--- config.mk ---
export PLATFORM = sky130hd
export DESIGN_NAME = eth_rx_filter
export DESIGN_NICKNAME = d
export VERILOG_FILES = /design/src/hw/echo_ctrl_pkg.sv /design/src/hw/net_hdr_pkg.sv /design/src/hw/eth_rx_filter.sv
export VERILOG_INCLUDE_DIRS = /design/src /design/src/include
export SDC_FILE = /design/constraint.sdc
export NUM_CORES = 1
export LEC_CHECK = 0
export CAP_MARGIN = 20
export CORE_MARGIN = 4
export CORE_UTILIZATION = 30
export CTS_CLUSTER_SIZE = 16
export DETAILED_ROUTE_END_ITERATION = 7
export DONT_BUFFER_PORTS = 1
export SLEW_MARGIN = 20
export SYNTH_ARGS = -nofsm -noshare
export SYNTH_HDL_FRONTEND = slang
export SYNTH_SLANG_ARGS = --single-unit
--- constraint.sdc ---
create_clock -name clk -period 4.5 [get_ports clk]
set_input_delay 0.9 -clock clk [delete_from_list [all_inputs] [get_ports clk]]
set_output_delay 0.9 -clock clk [all_outputs]
set_load 0.01 [all_outputs]
--- src/include/echo_settings.svh ---
`ifndef ECHO_SETTINGS_SVH
`define ECHO_SETTINGS_SVH

// Station identity
`define LOCAL_MAC       48'h02_00_5E_10_00_01
`define LOCAL_IP        32'hC0A8_0A02
`define ECHO_PORT       16'd65432

// Reply header
`define IP_TTL          8'd64

// Buffering, two maximum payloads fit
`define MAX_PAYLOAD     256
`define BUF_ADDR_W      9

`endif
--- src/hw/echo_ctrl_pkg.sv ---
`default_nettype none

package echo_ctrl_pkg;

    typedef enum logic [1:0] {
        ETH_HDR, ETH_PASS, ETH_DROP
    } eth_rx_state_e;

    typedef enum logic [1:0] {
        IPU_HDR, IPU_PAYLOAD, IPU_DROP
    } ipu_rx_state_e;

    typedef enum logic [1:0] {
        TX_IDLE, TX_HDR, TX_PAYLOAD
    } tx_state_e;

endpackage

`default_nettype wire

--- src/hw/net_hdr_pkg.sv ---
`default_nettype none

package net_hdr_pkg;

    typedef logic [47:0] mac_addr_t;
    typedef logic [31:0] ip_addr_t;
    typedef logic [15:0] udp_port_t;
    typedef logic [15:0] len_t;
    typedef logic [7:0]  byte_t;

    // ####################
    // Fixed protocol values
    localparam logic [15:0] ETHERTYPE_IPV4 = 16'h0800;
    localparam logic [7:0]  IP_PROTO_UDP   = 8'd17;

    localparam int ETH_HDR_BYTES = 14;
    localparam int IP_HDR_BYTES  = 20;  // No options
    localparam int UDP_HDR_BYTES = 8;

endpackage

`default_nettype wire

--- src/hw/eth_rx_filter.sv ---
`timescale 1ns/100ps
`default_nettype none
`include "echo_settings.svh"

module eth_rx_filter import net_hdr_pkg::*, echo_ctrl_pkg::*; (
     input  logic       clk
    ,input  logic       arst_n

    ,input  logic       rx_val
    ,input  byte_t      rx_data
    ,input  logic       rx_startframe
    ,input  logic       rx_endframe
    ,output logic       rx_rdy

    ,output logic       ip_val
    ,output byte_t      ip_data
    ,output logic       ip_last
    ,input  logic       ip_rdy
    ,output mac_addr_t  peer_mac
);

    localparam int HDR_W = ETH_HDR_BYTES * 8;

    eth_rx_state_e          state;
    logic   [3:0]           hdr_cnt;
    logic   [3:0]           cnt_cur;
    logic   [HDR_W-1:0]     hdr_sr;
    logic   [HDR_W-1:0]     hdr_next;
    logic                   hdr_ok;
    logic                   in_hdr;
    logic                   beat;

    // A startframe byte always opens a new header
    assign ip_val   = (state == ETH_PASS) && rx_val && !rx_startframe;
    assign ip_data  = rx_data;
    assign ip_last  = rx_endframe;
    assign rx_rdy   = (state != ETH_PASS) || ip_rdy || rx_startframe;

    assign beat     = rx_val && rx_rdy;
    assign in_hdr   = (state == ETH_HDR) || rx_startframe;
    assign cnt_cur  = rx_startframe ? 4'd0 : hdr_cnt;
    assign hdr_next = {hdr_sr[HDR_W-9:0], rx_data};
    assign hdr_ok   = (hdr_next[111:64] == `LOCAL_MAC) && (hdr_next[15:0] == ETHERTYPE_IPV4);
    assign peer_mac = hdr_sr[63:16];    // Source MAC, frozen while forwarding

    always_ff @(posedge clk) begin
        if (beat && in_hdr) begin
            hdr_sr <= hdr_next;
        end
    end

    always_ff @(posedge clk or negedge arst_n) begin
        if (!arst_n) begin
            state   <= ETH_HDR;
            hdr_cnt <= '0;
        end else if (beat) begin
            if (rx_endframe) begin
                state   <= ETH_HDR;
                hdr_cnt <= '0;
            end else if (in_hdr) begin
                if (cnt_cur == 4'(ETH_HDR_BYTES - 1)) begin
                    state   <= hdr_ok ? ETH_PASS : ETH_DROP;
                    hdr_cnt <= '0;
                end else begin
                    state   <= ETH_HDR;
                    hdr_cnt <= cnt_cur + 4'd1;
                end
            end
        end
    end

    // Forwarding only follows a header that matched
    pass_only: assert property (@(posedge clk) disable iff (!arst_n)
        ip_val |-> (hdr_sr[111:64] == `LOCAL_MAC) && (hdr_sr[15:0] == ETHERTYPE_IPV4));

endmodule

`default_nettype wire

### Yosys cells after proc, flatten, opt, wreduce, memory -nomap -nowiden

Cells that the tools add are included.

| operators by class | value |
|---|---|
| add/subtract/negate cells | 1 |
| equal/unequal tests | 5 |
| muxes and demuxes | 8 |
| reduce and logical (&&, ||, !) cells | 12 |

Operators by type and width:

| cell | count |
|---|---|
| 48-bit by 42-bit == test with 1-bit output (second input constant) | 1 |
| 16-bit by 12-bit == test with 1-bit output (second input constant) | 1 |
| 4-bit 2-to-1 mux | 4 |
| 2-bit 2-to-1 mux | 4 |
| 1-bit logical AND | 5 |
| 4-bit by 1-bit adder with 4-bit output (second input constant) | 1 |
| 4-bit == test (second input constant) | 1 |
| 1-bit logical OR | 3 |
| 2-bit by 1-bit == test with 1-bit output (second input constant) | 1 |
| 2-bit logical NOT | 1 |
| 2-bit by 1-bit != test with 1-bit output (second input constant) | 1 |
| 2-bit AND reduction | 1 |
| 2-bit nonzero test | 1 |
| 1-bit logical NOT | 1 |

| storage, ports and cells | value |
|---|---|
| flip-flop bits (word level) | 110 |
| input port bits | 14 |
| output and inout port bits | 59 |
| logic and storage cells | 29 |

### Logic depth before layout (Yosys ltp)

| depth | value |
|---|---|
| word-level depth | 6 |
| gate-level depth with buffers | 7 |
| mapped depth without buffers | 7 |

### Worst setup path before layout

OpenSTA, ideal clock, no wires.

| timing | value |
|---|---|
| path kind | input port to flip-flop |
| from | input rx_startframe |
| to | register state[1] |
| library setup time | 0.068 ns |
| data arrival time | 3.970 ns |
| data required time | 4.432 ns |
| setup slack | 0.462 ns |
| stages on the path | 4 |
| path buffers | 0 |
| path through | o21bai_1 and2_1 nor2b_1 a32o_2 |

| on the way | value |
|---|---|
| longest elaborated chain between the ends | 5 |
| elaborated cells on any way between the ends | 10 |
| classes of those cells | eq/ne: 1; mux: 4; reduce/logical: 5 |

Ends and longest elaborated chain:

| what | RTL line | source |
|---|---|---|
| start, declared | eth_rx_filter.sv:11 | `,input logic rx_startframe` |
| 4-bit 2-to-1 mux | eth_rx_filter.sv:41 | `assign cnt_cur = rx_startframe ? 4'd0 : hdr_cnt;` |
| 4-bit == test | eth_rx_filter.sv:61 | `if (cnt_cur == 4'(ETH_HDR_BYTES - 1)) begin` |
| 2-bit 2-to-1 mux | eth_rx_filter.sv:61 |  |
| 2-bit 2-to-1 mux | eth_rx_filter.sv:60 | `end else if (in_hdr) begin` |
| 2-bit 2-to-1 mux | eth_rx_filter.sv:57 | `if (rx_endframe) begin` |
| end signal, assigned | eth_rx_filter.sv:62 | `state <= hdr_ok ? ETH_PASS : ETH_DROP;` |
| end, declared | eth_rx_filter.sv:24 | `eth_rx_state_e state;` |

Parallel ways exist; a longest one is shown, timed or not. The select of a mux whose other input is x is not followed.
A chain may end at the register's enable or synchronous reset.

### Worst setup path in the final report

| timing | value |
|---|---|
| from | input rx_startframe |
| to | output rx_rdy |

| on the way | value |
|---|---|
| longest elaborated chain between the ends | 1 |

Ends and longest elaborated chain:

| what | RTL line | source |
|---|---|---|
| 1-bit logical OR | eth_rx_filter.sv:37 | `assign rx_rdy = (state != ETH_PASS) \|\| ip_rdy \|\| rx_startframe;` |
| end, declared | eth_rx_filter.sv:13 | `,output logic rx_rdy` |

Every way passes these cells.

==> results.yml <==
outcome:
  outcome: "complete, no violations"
timing:
  fmax_ghz: 0.396
  min_period_over_period_pct: 56.1
  drv_slew: 0
  rsz0062_at_grt: "false"
  tightest_slew_ns: 0.673
  layout_min_cycle_time_ns: 2.52
  tns_ns: 0
  finalHoldViolCount: 0
  clock_skew_ns: 0.00643
  max_slew_margin_pct: 54.7
  setup_viol: 0
global_route:
  grt.total_usage_pct: 8.62
  grt_start_max_net_pins: 49
  antenna_found_initial: 2
  overflow: 0
  grt_pass1_vias: 1620
  grt_pass1_wl_microns: 9920
floorplan:
  initial_core_util_pct: 30.8
  design.core.area_sq_um: 13300
  die_w_microns: 125
  die_area_sq_um: 15600
  die_h_microns: 125
  fp-row-count: 42
  ioPinCount: 73
worst_setup_path:
  crit_slowest_cell: "or4b_2"
  path_depth: 1
  critPathBufInv: 0
  cp.arrival_ns: 1.62
  crit_path_max_incr_delay_ns: 0.72
  critical_path.endpoint: "rx_rdy"
  worstPathMaxFanout: 8
  crit_type: "primary input to primary output"
  startpoint: "rx_startframe"
  crit_family: "simple AND/OR/NAND/NOR gates"
  rrSetupSlack_ns: 2.44
  crit_chain: "or4b_2"
  reg2reg_from: "state[1]"
  rr_endpoint: "hdr_sr[19]"
  cp.required_ns: 3.60
  endpoint_kind: "primary output"
  worstRegToRegCells: 3
  critPathLaunchType: "primary input"
placed_design:
  port_buffers: 0
  gp_congestion: 0.737
  placed_cells: 340
  dp_hpwl_microns: 4460
flow_run:
  cap_viol_max_count: 0
cts:
  cts_max_path_buffers: 2
  cts-root-buf: "clkbuf_16"
  ctsResizeCount: 0
  clk_latency_ns: 0.35
  hold_buffers: 0
  cts_tree: "built"
  cts_setup_buffers: 0
  cts_buffers: 9
  htree_levels: 3
  cts_num_sinks: 110
  clk_pin_slew_ns: 0.07
pwr:
  power.leakage_nw: 1.37
  power.total_mw: 2.08
  p_per_area_nw_per_um2: 493
  peakVddDrop_uv: 266
logic_synthesis:
  yosys.area.top_type_share_pct: 76.3
  yosysSeqAreaShare_pct: 80.0
  syn_inst: 219
  ys_ff_latch: 110
  synthDistinctLibCells: 29
  avgSynthCellArea_sq_um: 18.7
  synth_area_sq_um: 4090
  synth_largest_area_cell: "edfxtp_1"
  ys_top_cells_by_area: "edfxtp_1 (76%), buf_4 (10%), dfrtp_1 (3.7%), nor4_1 (1.4%), nor4b_2 (1.1%)"
  yosys_warnings: 0
  synth_nets: 235
finish:
  final_common_cell: "edfxtp_1"
  final_cell_count_no_fill: 356
  drive_above_1_share_pct: 13.9
  diodes: 0
  final_cell_mix: "edfxtp_1 (104), nor4_1 (9), clkbuf_16 (9), nand2_1 (6), dfrtp_1 (6)"
  num-nets-final: 191
  multi_input_area_sq_um: 390
  syn2layout_area_growth_pct: 2.78
  register_area_sq_um: 3270
  fillers: 1279
detailed_routing:
  ant_nets: 0
  drc_errors: 0
  num_vias: 1557
  drt_iter0_markers: 127
  via_per_inst: 4.37
  wl_per_cell_microns: 18.3
  drt_first_pass_iters: 4
  drt_wl_total_microns: 6500
hold_path:
  hold_path.class: "primary input to asynchronous set/reset pin"
per-layer routing:
| layer | GRT usage, % | up-vias | part of all wire, % | wire, microns |
|---|---|---|---|---|
| met5 | 0 | - | 0.85 | 55 |
| met4 | 3.87 | 8 | 1.7 | 108 |
| met3 | 6.86 | 18 | 14 | 878 |
| met2 | 13.1 | 65 | 48 | 3120 |
| met1 | 8.63 | 766 | 36 | 2340 |
| li1 | - | 700 | - | - |
synth_stat cells:
| library cell | count |
|---|---|
| nand3b_1 | 1 |
| nand2_1 | 6 |
| nor2b_1 | 2 |
| and4b_1 | 1 |
| o41ai_1 | 1 |
| edfxtp_1 | 104 |
| nor2_1 | 2 |
| or4_4 | 1 |
| nor4b_1 | 3 |
| o21a_1 | 1 |
| nor4_1 | 9 |
| xor2_1 | 1 |
| o31ai_1 | 1 |
| o21bai_1 | 2 |
| nand3_1 | 1 |
| a32o_1 | 1 |
| a32o_2 | 1 |
| ha_1 | 2 |
| nand2b_1 | 2 |
| buf_4 | 57 |
| nor4b_2 | 3 |
| o41ai_2 | 1 |
| dfrtp_1 | 6 |
| inv_1 | 1 |
| and2_1 | 1 |
| or4b_2 | 1 |
| nand4_1 | 4 |
| nor4bb_1 | 1 |
| o21ai_0 | 2 |
stage by stage:
stage                     hold WS, ns  cell area [sq um]  setup slack, ns  utilization (%)
after floorplan                 0.400               4090            0.462                -
after global placement          0.401               3900             1.98             29.4
after detailed placement        0.407               3900             1.98             29.4
after CTS                       0.220               4210             1.98             31.6
after global routing            0.209               4210             1.97             31.6
final                           0.239               4210             1.98             31.6
sequential cells by signal, indices dropped and copies added, names as in the netlist:
| signal | cells |
|---|---|
| hdr_sr | 104 |
| hdr_cnt | 4 |
| state | 2 |
how the worst min path moves through the flow:
| stage | slack (ns) | cells after the start | to |
|---|---|---|---|
| 6_report | 0.24 | 0 | state[1] |
| 5_1_grt | 0.21 | 0 | hdr_cnt[0] |
| 4_1_cts | 0.22 | 0 | hdr_cnt[0] |
| 3_5_place_dp | 0.41 | 0 | hdr_sr[20] |
| 3_3_place_gp | 0.40 | 0 | hdr_sr[18] |
| 2_1_floorplan | 0.40 | 0 | hdr_sr[16] |
power by group:
part           internal [mW]  leakage, nW  total [mW]  switching (mW)
Sequential              1.19         1.10        1.24          0.0471
Combinational        0.00864        0.124      0.0316          0.0229
Clock                  0.440        0.146       0.807           0.368
final cells by class:
cell class,count,area share [%]
timing repair buffer,2,0.357
clock inverter,7,1.87
multi-input combinational,51,9.28
clock buffer,9,5.35
tap,176,5.23
sequential,110,77.8
inverter,1,0.0892
cells by family after synthesis:
group / synth area share, %
flip-flops: 80.0
AO/OA/AOI/OAI: 2.11
adder cells (fa/ha/maj): 0.611
buffers and inverters: 10.5
AND/OR/NAND/NOR: 6.54
XOR/XNOR: 0.214
(Power assumes the default switching activity.)
