$ cat src/include/echo_settings.svh
`ifndef ECHO_SETTINGS_SVH
`define ECHO_SETTINGS_SVH

// Station identity
`define LOCAL_MAC       48'h02_00_5E_10_00_01
`define LOCAL_IP        32'hC0A8_0A02
`define ECHO_PORT       16'd65432

// Reply header
`define IP_TTL          8'd64

// Buffering, two maximum payloads fit
`define MAX_PAYLOAD     256
`define BUF_ADDR_W      9

`endif
$ cat src/hw/net_hdr_pkg.sv
`default_nettype none

package net_hdr_pkg;

    typedef logic [47:0] mac_addr_t;
    typedef logic [31:0] ip_addr_t;
    typedef logic [15:0] udp_port_t;
    typedef logic [15:0] len_t;
    typedef logic [7:0]  byte_t;

    // ####################
    // Fixed protocol values
    localparam logic [15:0] ETHERTYPE_IPV4 = 16'h0800;
    localparam logic [7:0]  IP_PROTO_UDP   = 8'd17;

    localparam int ETH_HDR_BYTES = 14;
    localparam int IP_HDR_BYTES  = 20;  // No options
    localparam int UDP_HDR_BYTES = 8;

endpackage

`default_nettype wire

$ cat src/hw/echo_buffer.sv
`timescale 1ns/100ps
`default_nettype none
`include "echo_settings.svh"

module echo_buffer import net_hdr_pkg::*; (
     input  logic       clk
    ,input  logic       arst_n

    ,input  logic       pay_val
    ,input  byte_t      pay_data
    ,output logic       pay_rdy

    ,input  logic       frame_commit
    ,input  logic       frame_rewind
    ,input  mac_addr_t  peer_mac
    ,input  ip_addr_t   peer_ip
    ,input  udp_port_t  peer_port
    ,input  len_t       pay_len

    ,output logic       reply_val
    ,output mac_addr_t  reply_mac
    ,output ip_addr_t   reply_ip
    ,output udp_port_t  reply_port
    ,output len_t       reply_len
    ,input  logic       reply_rdy

    ,input  logic       rd_en
    ,output byte_t      rd_data
);

    localparam int AW    = `BUF_ADDR_W;
    localparam int DEPTH = 1 << AW;

    byte_t              mem [DEPTH];
    logic   [AW:0]      wr_ptr;         // Speculative
    logic   [AW:0]      commit_ptr;
    logic   [AW:0]      rd_ptr;
    logic               fifo_full;
    logic               wr_en;

    mac_addr_t          q_mac  [2];
    ip_addr_t           q_ip   [2];
    udp_port_t          q_port [2];
    len_t               q_len  [2];
    logic               q_wr;
    logic               q_rd;
    logic   [1:0]       q_cnt;
    logic               q_pop;

    assign fifo_full = (wr_ptr ^ rd_ptr) == {1'b1, {AW{1'b0}}};
    assign pay_rdy   = !fifo_full && (q_cnt != 2'd2);
    assign wr_en     = pay_val && pay_rdy;

    // ####################
    // Payload FIFO

    always_ff @(posedge clk) begin
        if (wr_en) begin
            mem[wr_ptr[AW-1:0]] <= pay_data;
        end
        if (rd_en) begin
            rd_data <= mem[rd_ptr[AW-1:0]];
        end
    end

    always_ff @(posedge clk or negedge arst_n) begin
        if (!arst_n) begin
            wr_ptr     <= '0;
            commit_ptr <= '0;
            rd_ptr     <= '0;
        end else begin
            if (frame_rewind) begin
                wr_ptr <= commit_ptr;   // Bad payload disappears
            end else if (wr_en) begin
                wr_ptr <= wr_ptr + 1'b1;
            end
            if (frame_commit) begin
                commit_ptr <= wr_ptr;
            end
            if (rd_en) begin
                rd_ptr <= rd_ptr + 1'b1;
            end
        end
    end

    // ####################
    // Reply queue

    assign q_pop      = reply_val && reply_rdy;
    assign reply_val  = q_cnt != 2'd0;
    assign reply_mac  = q_mac[q_rd];
    assign reply_ip   = q_ip[q_rd];
    assign reply_port = q_port[q_rd];
    assign reply_len  = q_len[q_rd];

    always_ff @(posedge clk) begin
        if (frame_commit) begin
            q_mac[q_wr]  <= peer_mac;
            q_ip[q_wr]   <= peer_ip;
            q_port[q_wr] <= peer_port;
            q_len[q_wr]  <= pay_len;
        end
    end

    always_ff @(posedge clk or negedge arst_n) begin
        if (!arst_n) begin
            q_wr  <= 1'b0;
            q_rd  <= 1'b0;
            q_cnt <= '0;
        end else begin
            q_wr  <= q_wr ^ frame_commit;
            q_rd  <= q_rd ^ q_pop;
            q_cnt <= q_cnt + 2'(frame_commit) - 2'(q_pop);
        end
    end

    rd_committed: assert property (@(posedge clk) disable iff (!arst_n)
        rd_en |-> rd_ptr != commit_ptr);

    // The IP filter stalls headers while full, so no commit is lost
    no_lost_commit: assert property (@(posedge clk) disable iff (!arst_n)
        frame_commit |-> q_cnt != 2'd2);

endmodule

`default_nettype wire

$ cat config.mk
export PLATFORM = sky130hd
export DESIGN_NAME = echo_buffer
export DESIGN_NICKNAME = d
export VERILOG_FILES = /design/src/hw/net_hdr_pkg.sv /design/src/hw/echo_buffer.sv
export VERILOG_INCLUDE_DIRS = /design/src /design/src/include
export SDC_FILE = /design/constraint.sdc
export NUM_CORES = 2
export LEC_CHECK = 0
export BUFFER_PORTS_ARGS = -buffer_cell sky130_fd_sc_hd__buf_2
export CAP_MARGIN = 20
export CORE_MARGIN = 1
export CORE_UTILIZATION = 57
export CTS_CLUSTER_SIZE = 30
export DETAILED_ROUTE_END_ITERATION = 10
export PLACE_DENSITY = 0.73
export SETUP_SLACK_MARGIN = 0.15
export SLEW_MARGIN = 40
export SYNTH_ARGS = -nofsm -noshare
export SYNTH_HDL_FRONTEND = slang
export SYNTH_MEMORY_MAX_BITS = 65536
export SYNTH_SLANG_ARGS = --single-unit
export TNS_END_PERCENT = 1
$ cat constraint.sdc
create_clock -name clk -period 10.8 [get_ports clk]
set_input_delay 1.08 -clock clk [delete_from_list [all_inputs] [get_ports clk]]
set_output_delay 1.08 -clock clk [all_outputs]
set_load 0.01 [all_outputs]
Word level (Yosys, flattened, before mapping)
Memories as Yosys holds them, arrays and structs flattened. A register that Yosys moved wholly into a read port is not among the register bits.
Index checks and enable logic that the tools add are counted.
Widths: inputs -> output; s select.
{"block": "totals", "register_bits": 34, "ramBits": 4320, "in_bits": 127, "out_inout_bits": 122, "elab_cells": 32, "n_memories": 5}
{"block": "classes", "n_addsub": 4, "n_eq_ne": 2, "mux": 6, "n_bitwise": 3, "reduce_logical": 6}
{"memory": "mem", "words": 512, "word_bits": 8, "read_ports": 1, "rd_clocked_by_memory_dff": 1, "write_ports": 1, "line": "echo_buffer.sv:34", "source": "byte_t mem [DEPTH];"}
{"memory": "q_mac", "words": 2, "word_bits": 48, "read_ports": 1, "rd_clocked_by_memory_dff": 0, "write_ports": 1, "line": "echo_buffer.sv:41", "source": "mac_addr_t q_mac [2];"}
{"memory": "q_ip", "words": 2, "word_bits": 32, "read_ports": 1, "rd_clocked_by_memory_dff": 0, "write_ports": 1, "line": "echo_buffer.sv:42", "source": "ip_addr_t q_ip [2];"}
{"memory": "q_len", "words": 2, "word_bits": 16, "read_ports": 1, "rd_clocked_by_memory_dff": 0, "write_ports": 1, "line": "echo_buffer.sv:44", "source": "len_t q_len [2];"}
{"memory": "q_port", "words": 2, "word_bits": 16, "read_ports": 1, "rd_clocked_by_memory_dff": 0, "write_ports": 1, "line": "echo_buffer.sv:43", "source": "udp_port_t q_port [2];"}
{"cell": "$add 10x1->10 const B", "count": 2}
{"cell": "$mux 10", "count": 2}
{"cell": "$eq 10x10->1 const B", "count": 1}
{"cell": "$xor 10x10->10", "count": 1}
{"cell": "$mux 1", "count": 4}
{"cell": "$reduce_bool 2->1", "count": 2}
{"cell": "$logic_and 1x1->1", "count": 3}
{"cell": "$add 2x1->2", "count": 1}
{"cell": "$ne 2x2->1 const B", "count": 1}
{"cell": "$sub 2x1->2", "count": 1}
{"cell": "$xor 1x1->1", "count": 2}
{"cell": "$logic_not 1->1", "count": 1}

Depth between registers and ports, before layout
{"block": "depth", "word_depth": 7, "depth_mapped": 13, "mapped_depth_nobuf": 7}

Worst setup path after synthesis
No wires, ideal clock.
{"block": "synth_timing", "path_type": "input -> register", "from": "in frame_commit", "to": "mem q_ip[0][0] (netlist bit) (enable)", "setup_ns": 0.485, "t_arrival_ns": 3.719, "required_time_ns": 10.315, "slack_ns": 6.596, "cell_stages": 1, "path_buffers": 0, "cell_sequence": "ha_1"}
{"block": "synth_via", "elab_chain_cells": 2}
{"item": "start, declared", "line": "echo_buffer.sv:13", "source": ",input logic frame_commit"}
{"item": "$mux 1", "line": "echo_buffer.sv:97", "source": "if (frame_commit) begin"}
{"item": "$mux 1 (not written as such)", "line": "echo_buffer.sv:99", "source": "q_ip[q_wr] <= peer_ip;"}
{"item": "end, declared", "line": "echo_buffer.sv:42"}
No other way between the ends.

==> results.md <==
* Synth Register Bits at 4362
* Violated checks: DRC
* Initial DRC Count at roughly 13k
* Worst endpoint data arrival time at 6.15 ns
* Mapped cell area at approximately 170000 µm²
* Critical Path RT at approximately 12 ns
* Die width at around 550 µm
* Rel. slew slack at a little over a quarter
* DR vias at between 80k and 90k
* Worst-path clk slew at approximately 0.06 ns
* Final Hold Fails at 0
* Most numerous cell in the Yosys netlist: edfxtp_1
* P per Cell Area at 252 nW/µm²
* Post-synth top flop: edfxtp_1
* Clk_skew at 0.0856 ns
* Placer Congestion at 0.911
* First-pass GRT wire length at 631000 µm
* First drt pass iteration count at 10
* DRC violations left at between 100 and 150
* Sequential element share of the synthesized area at around 77%
* Met2 Track Usage GR at between 40 and 50%
* Initial antenna violation count at 24
* ANT nets after route at 0
* Synth area leaders: edfxtp_1, mux4_2, mux2i_1
* Max Slew Vio Count at 0
* # hold bufs at CTS at 0
* Reg-to-Reg Start: rd_ptr[0]
* # resized after CTS at 0
* # rows at 199
* Reg2Reg Setup Slack at ~5.4 ns
* Clk sinks at 4362
* Number of post-CTS setup repair buffers at 0
* Max Clock Freq at 184 MHz
* Core area at ~290000 µm²
* Top Usage Layer GRT: met2
* Synth top area share at 77.0%
* Leakage at approximately 0.059 µW
* YS warnings at 0
* Total grt overflow at 0
* Period minus WS final at 5.44 ns
* Setup crit end: rd_data[5]
* Critical Path Start Type: register
* DIE AREA at around 300000 µm²
* Fin Hold WS at about 0.042 ns
* Slew at the pin with the worst max-slew slack at ~1.1 ns
* Die Y at 546 µm
* Clock Latency Late Sink at between 1 and 1.5 ns
* Switching share of power at 32.2%
* Area Growth Syn to Fin at 11.7%
* R2R cell count at 9
* Total CTS buffers at between 400 and 500
* RSZ-0062 raised after global routing: false
* Fin nets at roughly 8.4k
* Combinational power share at 29.0%
* Mean post-synth cell area at around 22 µm²
* Met1 Resource Use GR at approximately two fifths
* Flop pwr share at roughly two fifths
* Cell taking the most area after synthesis: edfxtp_1
* Kind of critical path: register to register
* Clock Path Buffers at 4
* Proportion of layout cells with a drive suffix above 1 at 27.6%
* EDFF count, synth at approximately 4.3k
* Internal power at 32300 µW
* Post-DP HPWL at around 260000 µm
* IO Count at approximately 250
* PortBufs at 248
* Vias in the first global route at ~84k
* Clock share of power at a little under a third
* Routed WL per cell at between 30 and 40 µm
* Status: complete, but fails checks
* CTS tree: done
* CTS Root Cell: clkbuf_16
* Max capacitance violation total at 0
* CP startpoint: rd_ptr[0]
* Starting Density at a little under three fifths
* WL final at 448000 µm
* M3 GR Usage at roughly 8.3%
* Largest net degree at the start of global routing at between 150 and 200
* Max FO, Critical Path at 75
* Setup TNS at 0 ns
* Most frequent cells after synthesis: edfxtp_1, mux4_2, nor2_1
* Drt via density at between 6 and 7
* Worst Hold Class: primary input to asynchronous set/reset pin
* Cells after Synth at a little under 8k
* FFs w/ async S/R, synth at 0.779%
* VDD IR max at approximately 0.25 mV
* Synth unique cells at 76
* GRT Total Usage at between 20% and 30%
* Sw power at between 15000 and 20000 µW
* Fin crit share at about half
* Crit Reg-Reg Endpoint: rd_data[5]
* Post-synthesis net count at around 8.0k
* Setup violators final at 0
* CTS HTree Levels at 5
* Setup crit end kind: register
==> per-layer routing <==
metal	share of wire, %	routed length, µm
met1	36	161000
met2	45	204000
met3	14	60500
met4	5.2	23100
met5	0.021	95
==> how the worst min path moves through the flow <==
stage	startpoint	end	cells after the start
5_1_grt	arst_n	q_cnt[0]	1
3_5_place_dp	commit_ptr[2]	wr_ptr[2]	2
4_1_cts	arst_n	q_cnt[1]	1
6_report	arst_n	q_cnt[0]	1
2_1_floorplan	commit_ptr[8]	wr_ptr[8]	2
3_3_place_gp	commit_ptr[8]	wr_ptr[8]	2
==> stage by stage <==
| step | setup WS [ns] | util, % | instances | cell area (µm²) | total power, µW |
|---|---|---|---|---|---|
| 3_3_place_gp | 5.22 | 59.1 | 11700 | 174000 | 32800 |
| 4_1_cts | 5.47 | 63.8 | 12500 | 188000 | 47300 |
| 5_1_grt | 5.27 | 64.1 | 12500 | 189000 | 48500 |
| 2_1_floorplan | 6.60 | - | 7840 | 169000 | 27900 |
| 6_report | 5.36 | 64.1 | 12500 | 189000 | 47600 |
| 3_5_place_dp | 5.49 | 59.2 | 11700 | 174000 | 32900 |
==> cells in the final DEF, fill, tap and decap left out, types with 19 or more instances in the layout <==
| cell type | instances |
|---|---|
| edfxtp_1 | 4328 |
| mux4_2 | 975 |
| clkbuf_16 | 427 |
| nor2_1 | 400 |
| mux2i_1 | 279 |
| buf_2 | 240 |
| nand2_1 | 201 |
| nor2_2 | 164 |
| a22oi_1 | 141 |
| buf_4 | 129 |
| mux2_2 | 128 |
| a21oi_1 | 111 |
| clkinv_1 | 90 |
| clkbuf_1 | 84 |
| clkinv_2 | 81 |
| o21ai_0 | 71 |
| o22ai_1 | 48 |
| nand3_1 | 42 |
| o221ai_1 | 41 |
| a221oi_1 | 40 |
| bufinv_16 | 36 |
| buf_6 | 29 |
| a211oi_1 | 26 |
| nor3_1 | 26 |
| dfrtp_1 | 26 |
| and3_1 | 25 |
| xnor2_1 | 23 |
| diode_2 | 20 |
| buf_12 | 19 |
==> critical path, stage by stage (launching register included) <==
cell and delay [ns]:
dfrtp_4 0.83, buf_12 0.32, buf_16 0.46, buf_12 0.57
mux4_2 0.60, mux4_2 0.56, a22oi_1 0.65, nand3_1 0.29
nor4_4 0.64, a32oi_1 0.12
==> logic make-up (layout without fill, tap and decap cells) <==
group	Yosys count	count (layout)	synth area share (%)
fa+ha+maj	9	9	0.0667
buf+inv	496	1217	1.80
compound gates	589	589	2.44
other cells	0	20	0
mux	1395	1395	15.7
flops	4362	4362	77.5
xor+xnor	31	31	0.161
simple gates	958	958	2.36
==> area by class of cell <==
| type | instances | area, µm² |
|---|---|---|
| multi-input cells | 2982 | 35800 |
| clock buffers | 519 | 11100 |
| fillers | 18800 | 106000 |
| clock inverters | 246 | 2580 |
| well taps | 3919 | 4900 |
| repair buffers | 435 | 3240 |
| diodes | 20 | 50.0 |
| inverters | 17 | 72.6 |
| flip-flops and latches | 4362 | 131000 |
==> power groups by stage <==
stage	Combinational (µW)	Clock (µW)	Sequential [µW]
5_1_grt	14000	15200	19200
3_5_place_dp	13400	0	19500
3_3_place_gp	13200	0	19500
4_1_cts	13500	14600	19200
6_report	13800	14600	19200
2_1_floorplan	8560	0	19300
==> state kept, by name, summed over array words and instances, names as in the netlist, 10 cells and up <==
name	count
q_len	32
q_ip	64
mem	4096
q_port	32
rd_ptr	10
q_mac	96
wr_ptr	10
commit_ptr	10
Power figures use the tool's default switching activity.
