==> src/include/echo_settings.svh <==
`ifndef ECHO_SETTINGS_SVH
`define ECHO_SETTINGS_SVH

// Station identity
`define LOCAL_MAC       48'h02_00_5E_10_00_01
`define LOCAL_IP        32'hC0A8_0A02
`define ECHO_PORT       16'd65432

// Reply header
`define IP_TTL          8'd64

// Buffering, two maximum payloads fit
`define MAX_PAYLOAD     256
`define BUF_ADDR_W      9

`endif
==> src/hw/echo_ctrl_pkg.sv <==
`default_nettype none

package echo_ctrl_pkg;

    typedef enum logic [1:0] {
        ETH_HDR, ETH_PASS, ETH_DROP
    } eth_rx_state_e;

    typedef enum logic [1:0] {
        IPU_HDR, IPU_PAYLOAD, IPU_DROP
    } ipu_rx_state_e;

    typedef enum logic [1:0] {
        TX_IDLE, TX_HDR, TX_PAYLOAD
    } tx_state_e;

endpackage

`default_nettype wire

==> src/hw/net_hdr_pkg.sv <==
`default_nettype none

package net_hdr_pkg;

    typedef logic [47:0] mac_addr_t;
    typedef logic [31:0] ip_addr_t;
    typedef logic [15:0] udp_port_t;
    typedef logic [15:0] len_t;
    typedef logic [7:0]  byte_t;

    // ####################
    // Fixed protocol values
    localparam logic [15:0] ETHERTYPE_IPV4 = 16'h0800;
    localparam logic [7:0]  IP_PROTO_UDP   = 8'd17;

    localparam int ETH_HDR_BYTES = 14;
    localparam int IP_HDR_BYTES  = 20;  // No options
    localparam int UDP_HDR_BYTES = 8;

endpackage

`default_nettype wire

==> src/hw/echo_tx_builder.sv <==
`timescale 1ns/100ps
`default_nettype none
`include "echo_settings.svh"

module echo_tx_builder import net_hdr_pkg::*, echo_ctrl_pkg::*; (
     input  logic       clk
    ,input  logic       arst_n

    ,input  logic       reply_val
    ,input  mac_addr_t  reply_mac
    ,input  ip_addr_t   reply_ip
    ,input  udp_port_t  reply_port
    ,input  len_t       reply_len
    ,output logic       reply_rdy

    ,output logic       rd_en
    ,input  byte_t      rd_data

    ,output logic       tx_val
    ,output byte_t      tx_data
    ,output logic       tx_startframe
    ,output logic       tx_endframe
    ,input  logic       tx_rdy
);

    localparam int HDR_BYTES = ETH_HDR_BYTES + IP_HDR_BYTES + UDP_HDR_BYTES;
    localparam ip_addr_t LOCAL_IP_ADDR = `LOCAL_IP;

    tx_state_e                  state;
    len_t                       beat_cnt;
    mac_addr_t                  r_mac;
    ip_addr_t                   r_ip;
    udp_port_t                  r_port;
    len_t                       r_len;
    len_t                       ip_tot_len;
    len_t                       udp_len;
    logic   [19:0]              csum_acc;
    logic   [16:0]              csum_fold;
    logic   [15:0]              ip_csum;
    byte_t  [0:HDR_BYTES-1]     hdr_bytes;
    logic                       hdr_last;
    logic                       pay_last;
    logic                       xfer;

    assign ip_tot_len = r_len + len_t'(IP_HDR_BYTES + UDP_HDR_BYTES);
    assign udp_len    = r_len + len_t'(UDP_HDR_BYTES);

    // ####################
    // IPv4 header checksum

    always_comb begin
        csum_acc  = 20'h04500 + 20'(ip_tot_len) + 20'h04000       // ID 0, DF set
                  + 20'({`IP_TTL, IP_PROTO_UDP})
                  + 20'(LOCAL_IP_ADDR[31:16]) + 20'(LOCAL_IP_ADDR[15:0])
                  + 20'(r_ip[31:16]) + 20'(r_ip[15:0]);
        csum_fold = 17'(csum_acc[15:0]) + 17'(csum_acc[19:16]);
        ip_csum   = ~(csum_fold[15:0] + 16'(csum_fold[16]));
    end

    assign hdr_bytes = {r_mac, `LOCAL_MAC, ETHERTYPE_IPV4,
                        8'h45, 8'h00, ip_tot_len, 16'h0000, 16'h4000,
                        `IP_TTL, IP_PROTO_UDP, ip_csum,
                        LOCAL_IP_ADDR, r_ip,
                        `ECHO_PORT, r_port, udp_len, 16'h0000};

    // ####################
    // Output stream

    assign hdr_last      = beat_cnt == len_t'(HDR_BYTES - 1);
    assign pay_last      = beat_cnt == r_len - 16'd1;
    assign tx_val        = state != TX_IDLE;
    assign tx_data       = (state == TX_PAYLOAD) ? rd_data : hdr_bytes[beat_cnt[5:0]];
    assign tx_startframe = (state == TX_HDR) && (beat_cnt == '0);
    assign tx_endframe   = (state == TX_HDR) ? (hdr_last && r_len == '0)
                                             : (state == TX_PAYLOAD) && pay_last;
    assign xfer          = tx_val && tx_rdy;
    assign reply_rdy     = (state == TX_IDLE) && reply_val;

    // Next payload byte is fetched as the current beat leaves
    assign rd_en = xfer && ((state == TX_HDR) ? (hdr_last && r_len != '0) : !pay_last);

    always_ff @(posedge clk) begin
        if (reply_rdy) begin
            r_mac  <= reply_mac;
            r_ip   <= reply_ip;
            r_port <= reply_port;
            r_len  <= reply_len;
        end
    end

    always_ff @(posedge clk or negedge arst_n) begin
        if (!arst_n) begin
            state    <= TX_IDLE;
            beat_cnt <= '0;
        end else begin
            case (state)
                TX_IDLE: begin
                    beat_cnt <= '0;
                    if (reply_val) begin
                        state <= TX_HDR;
                    end
                end
                TX_HDR: begin
                    if (tx_rdy && hdr_last) begin
                        beat_cnt <= '0;
                        state    <= (r_len == '0) ? TX_IDLE : TX_PAYLOAD;
                    end else if (tx_rdy) begin
                        beat_cnt <= beat_cnt + 16'd1;
                    end
                end
                default: begin
                    if (tx_rdy && pay_last) begin
                        state <= TX_IDLE;
                    end else if (tx_rdy) begin
                        beat_cnt <= beat_cnt + 16'd1;
                    end
                end
            endcase
        end
    end

    tx_hold: assert property (@(posedge clk) disable iff (!arst_n)
        tx_val && !tx_rdy |=> tx_val && $stable(tx_data)
                              && $stable(tx_startframe) && $stable(tx_endframe));

endmodule

`default_nettype wire

==> config.mk <==
export PLATFORM = sky130hd
export DESIGN_NAME = echo_tx_builder
export DESIGN_NICKNAME = d
export VERILOG_FILES = /design/src/hw/echo_ctrl_pkg.sv /design/src/hw/net_hdr_pkg.sv /design/src/hw/echo_tx_builder.sv
export VERILOG_INCLUDE_DIRS = /design/src /design/src/include
export SDC_FILE = /design/constraint.sdc
export NUM_CORES = 1
export LEC_CHECK = 0
export BUFFER_PORTS_ARGS = -buffer_cell sky130_fd_sc_hd__buf_2
export CAP_MARGIN = 20
export CORE_MARGIN = 4
export CORE_UTILIZATION = 55
export CTS_BUF_LIST = sky130_fd_sc_hd__clkbuf_4 sky130_fd_sc_hd__clkbuf_8 sky130_fd_sc_hd__clkbuf_16
export CTS_CLUSTER_DIAMETER = 200
export DETAILED_ROUTE_END_ITERATION = 16
export GPL_ROUTABILITY_DRIVEN = 0
export PLACE_DENSITY = 0.83
export SYNTH_ARGS = -nofsm -noshare
export SYNTH_HDL_FRONTEND = slang
export SYNTH_SLANG_ARGS = --single-unit
export TNS_END_PERCENT = 1
==> constraint.sdc <==
create_clock -name clk -period 12.05 [get_ports clk]
set_input_delay 1.8075 -clock clk [delete_from_list [all_inputs] [get_ports clk]]
set_output_delay 1.8075 -clock clk [all_outputs]
set_load 0.05 [all_outputs]
-- Word-level counts from Yosys, hierarchy flattened
Cells that the tools add are included.
- register bits after elaboration: 130
- latch bits: 0
- bits in writable memories: 0
- bits in read-only memories: 0
- input port bits: 124
- word-level logic and storage cells: 61
- memories: 0
- add/subtract/negate cells: 13
- $mul: 0
- divide/modulo/power cells: 0
- $lt $le $gt $ge: 1
- equal/unequal tests: 7
- shift-type cells: 0
- muxes and demuxes: 15
- bitwise operators: 2
- reduce and logical (&&, ||, !) cells: 17
- operators with widths (cell ; count):
    8-bit binary-select mux with 6-bit select ; 1
    16-bit 2-to-1 mux ; 3
    20-bit by 16-bit adder with 20-bit output ; 2
    16-bit logical NOT ; 2
    16-bit one-hot mux with 2 select lines ; 1
    8-bit 2-to-1 mux ; 3
    19-bit by 16-bit adder with 20-bit output (second input constant) ; 1
    20-bit by 12-bit adder with 20-bit output (second input constant) ; 1
    18-bit by 15-bit adder with 19-bit output (second input constant) ; 1
    17-bit by 15-bit adder with 18-bit output (second input constant) ; 1
    15-bit by 16-bit adder with 17-bit output (first input constant) ; 1
    16-bit by 4-bit adder with 17-bit output ; 1
    16-bit by 1-bit adder with 16-bit output ; 1
    16-bit by 1-bit adder with 16-bit output (second input constant) ; 1
    16-bit by 4-bit adder with 16-bit output (second input constant) ; 1
    16-bit by 5-bit adder with 16-bit output (second input constant) ; 1
    16-bit equality test ; 1
    16-bit by 6-bit equality test with 1-bit output (second input constant) ; 1
    16-bit NOT ; 1
    16-bit nonzero test ; 1
    16-bit by 1-bit subtractor with 16-bit output (second input constant) ; 1
    1-bit logical AND ; 9
    2-bit 2-to-1 mux ; 4
    7-bit greater-or-equal comparator (second input constant) ; 1
    13 further kinds ; 14

-- Depth between registers and ports, before layout
- depth in word-level cells: 15
- mapped depth: 36
- depth with buffers taken out: 34

-- Least setup slack after synthesis
OpenSTA, ideal clock, no wires.
- kind: reg-to-output
- from: register r_len[2]
- to: output port tx_data[4]
- arrival time: 8.147 ns
- data required time: 10.242 ns
- setup slack: 2.096 ns
- stages on the path, launching flop included: 36
- buffers on the path: 1
- path through: edfxtp_1 inv_1 ha_1 nand2b_1 clkbuf_1 nand2_1 xor2_1 fa_1 inv_1 ha_1 ha_1 and3_1 a221oi_2 o211ai_1 a31o_2 a21oi_1 o21bai_1 a21oi_1 xnor2_1 fa_1 a21o_1 nand2_1 nor4_2 nand3_1 nor2_1 and3_1 ha_1 ha_1 nand2_1 a211oi_1 o21ai_0 a21oi_1 o2111ai_1 xnor2_1 a21oi_1 o31ai_1
- cells in the longest elaborated chain, start to end: 15
- ends and longest elaborated chain (what ; line ; RTL):
    from (decl) ; echo_tx_builder.sv:34 ; len_t r_len;
    from (signal assigned) ; echo_tx_builder.sv:87 ; r_len <= reply_len;
    16-bit by 5-bit adder with 16-bit output ; echo_tx_builder.sv:45 ; assign ip_tot_len = r_len + len_t'(IP_HDR_BYTES + UDP_HDR_BYTES);
    15-bit by 16-bit adder with 17-bit output ; echo_tx_builder.sv:52 ; csum_acc = 20'h04500 + 20'(ip_tot_len) + 20'h04000
    17-bit by 15-bit adder with 18-bit output ; echo_tx_builder.sv:52 ;
    18-bit by 15-bit adder with 19-bit output ; echo_tx_builder.sv:52 ;
    19-bit by 16-bit adder with 20-bit output ; echo_tx_builder.sv:52 ;
    20-bit by 12-bit adder with 20-bit output ; echo_tx_builder.sv:52 ;
    20-bit by 16-bit adder with 20-bit output (2 in series) ; echo_tx_builder.sv:52 ;
    16-bit by 4-bit adder with 17-bit output ; echo_tx_builder.sv:56 ; csum_fold = 17'(csum_acc[15:0]) + 17'(csum_acc[19:16]);
    16-bit by 1-bit adder with 16-bit output ; echo_tx_builder.sv:57 ; ip_csum = ~(csum_fold[15:0] + 16'(csum_fold[16]));
    16-bit NOT ; echo_tx_builder.sv:57 ;
    8-bit binary-select mux with 6-bit select (*) ; echo_tx_builder.sv:72 ; assign tx_data = (state == TX_PAYLOAD) ? rd_data : hdr_bytes[beat_cnt[5:0]];
    8-bit 2-to-1 mux (not written as such) (*) (2 in series) ; echo_tx_builder.sv:72 ;
    8-bit 2-to-1 mux (*) ; echo_tx_builder.sv:72 ;
    to (decl) ; echo_tx_builder.sv:20 ; ,output byte_t tx_data
Mark *: on every way between the ends. The rest lies on a longest branch, timed or not. The select of a mux whose other input is x is not followed.

-- Worst setup path in the final report
- from: register r_len[2]
- to: output port tx_data[2]
Same word-level chain as after synthesis.

==> impl_metrics.toml <==
[outcome]
status = "complete, no violations"

[clock_network]
post_cts_buffers = 0
clock_latency_ns = 0.42
clk_pin_slew_ns = 0.06
ctsHoldBuffers = 0
root_buffer = "clkbuf_16"
numCtsBuffers = 17
cts_sinks = 130
cts_buffer_depth = 2
cts.repair.resized = 0
h-tree-depth = 4
cts_tree = "yes"

[setup_path]
endpoint = "tx_data[2]"
crit_path_start = "r_len[2]$_DFFE_PP_"
reg2reg_to = "beat_cnt[14]$_DFFE_PN0P_"
endpoint_kind = "output pin"
crit_type = "reg -> out"
worstPathArrival_ns = 9.67
critPathBufInv = 3
critPathMaxStageDelay_ns = 0.63
worst-r2r-setup-slack_ns = 8.34
cp.depth = 35
critPathSlowestCell = "nor4_2"
crit_fanout = 8
cp_top_family = "compound AO/OA/AOI/OAI gates"
crit_top_cell = "ha_1"
reg2reg_from = "r_len[5]$_DFFE_PP_"
crit_required_ns = 10.24
start_kind = "register"
rr_worst_depth = 10

[min_path]
hold_class = "reg -> reg"

[floorplanning]
ios = 137
rows = 47
fp.dieW_um = 137
coreArea_um2 = 16500
die_area_um2 = 18800
start_util = 0.558
die_h_um = 137

[layout]
stdcell_area_um2 = 10600
seq_area_um2 = 3810
num_antenna_cells = 0
final_cells = 1246
drive_above_1_share = 0.216
areaGrowthSynthToFinish_pct = 15.8
final_util = 0.646
multi_input_area_um2 = 4920
num-nets-final = 1203
fillers = 1233

[yosys]
synth_common_cells = "edfxtp_1 (112), nor2_1 (77), inv_1 (76), nand2_1 (54), a21oi_1 (52)"
syn-cell-area_um2 = 9190
ys_seq_area_frac = 0.415
yosysTopAreaCell = "edfxtp_1"
synth_cell_types = 71
synth_flop_cell = "edfxtp_1"
yosysMostFrequentCell = "edfxtp_1"
postSynth.asyncResetShare = 0.138
avgSynthCellArea_um2 = 10.3
ys_ff_latch = 130
synth_nets = 1086
netlist_instances = 896
synth-edff-count = 112
yosysTopAreaCellShare = 0.366
synthTopCellsByArea = "edfxtp_1 (37%), ha_1 (6.7%), dfrtp_1 (4.9%)"
ys_warn_count = 0

[timing]
relSlewSlack = 0.405
worst_pin_slew_ns = 0.891
setup_viol = 0
hold_ws_ns = 0.637
clock_skew_ns = 0.00680
finalSetupTns_ns = 0
fmax_mhz = 87.1
post-route-period-util = 0.953
fin_crit_ns = 11.48
rsz0062_at_grt = "no"
slew_viol_final = 0
hold_viol = 0

[global_routing]
overflow = 0
grt_pass1_wl_um = 40300
track_usage = 0.284
grt_pass1_vias = 7567
grt_max_degree = 94
antenna_found_initial = 0

[drt]
finalWirelength_um = 26200
drtAntennaViolNets = 0
via_count = 7838
post-route-drc-count = 0
firstDrtPassIters = 6
drt_iter0_drc = 1056
routedWlPerCell_um = 21.1
viasPerCell = 6.29

[power_and_ir_drop]
power.density_nw_per_um2 = 176
p_leak_nw = 4.28
peakVddDrop_v = 0.000154

[placement]
dp_hpwl_um = 19600
dpl-instance-area_um2 = 10000
dpl.cell_count = 1212
portBuffers = 136

[job]
drv_cap = 0
## registers in the layout, summed over array words and instances, names as in the netlist
register and cells:
r_len 16, state 2, r_port 16, r_mac 48
beat_cnt 16, r_ip 32
## how the worst min path moves through the flow
stage | startpoint | endpoint | slack, ns | depth (start not counted)
2_1_floorplan | beat_cnt[15]$_DFFE_PN0P_ | beat_cnt[15]$_DFFE_PN0P_ | 0.55 | 2
3_3_place_gp | beat_cnt[10]$_DFFE_PN0P_ | beat_cnt[10]$_DFFE_PN0P_ | 0.60 | 2
3_5_place_dp | beat_cnt[15]$_DFFE_PN0P_ | beat_cnt[15]$_DFFE_PN0P_ | 0.62 | 2
4_1_cts | beat_cnt[15]$_DFFE_PN0P_ | beat_cnt[15]$_DFFE_PN0P_ | 0.63 | 2
5_1_grt | beat_cnt[15]$_DFFE_PN0P_ | beat_cnt[15]$_DFFE_PN0P_ | 0.64 | 2
6_report | beat_cnt[10]$_DFFE_PN0P_ | beat_cnt[10]$_DFFE_PN0P_ | 0.64 | 2
## per-layer routing
metal | track usage | routed length, um
met1 | 0.352 | 9630
met2 | 0.432 | 11900
met3 | 0.0902 | 3090
met4 | 0.174 | 1630
met5 | 0 | 0
## power by group
part / internal (mW) / total, mW / switching (mW)
Sequential: 0.507 / 0.558 / 0.0511
Combinational: 0.267 / 0.800 / 0.533
Clock: 0.309 / 0.510 / 0.201
Total: 1.08 / 1.87 / 0.785
## final cells by class
class | instances | share of cell area
inverters | 77 | 0.0272
flip-flops and latches | 130 | 0.358
repair buffers | 143 | 0.0708
multi-input cells | 644 | 0.462
well taps | 220 | 0.0259
clock inverters | 14 | 0.0146
clock buffers | 18 | 0.0407
## logic make-up (layout without fill, tap and decap cells)
family / after synthesis / count (layout) / share of synthesized area
XOR/XNOR: 89 / 89 / 0.0848
AND/OR/NAND/NOR: 257 / 257 / 0.143
adder cells (fa/ha/maj): 66 / 66 / 0.104
flip-flops: 130 / 130 / 0.415
buffers and inverters: 122 / 252 / 0.0505
AO/OA/AOI/OAI: 194 / 194 / 0.140
multiplexers: 38 / 38 / 0.0634
## cells in the final DEF, fill, tap and decap left out, drive strengths merged, types with 15 or more instances in the layout
master  count
nand3      25
nand2      54
buf       143
o21ai      42
mux4       15
xnor2      49
clkbuf     18
nor2       77
a21oi      52
nor4       15
fa         17
ha         49
xor2       40
edfxtp    112
inv        81
dfrtp      18
## worst min-delay path: cells and delay by family, from the launching register on
kind / cells / cell delay, ns
XOR/XNOR: 1 / 0.14
flip-flops: 1 / 0.43
AND/OR/NAND/NOR: 1 / 0.04
## per-stage QoR
step	total power [mW]	setup slack, ns
after floorplan	1.11	2.10
after global placement	1.32	1.98
after detailed placement	1.33	1.43
after CTS	1.85	0.888
after global routing	1.95	0.116
final	1.87	0.572
No activity file was read; power rests on OpenSTA's default activity.
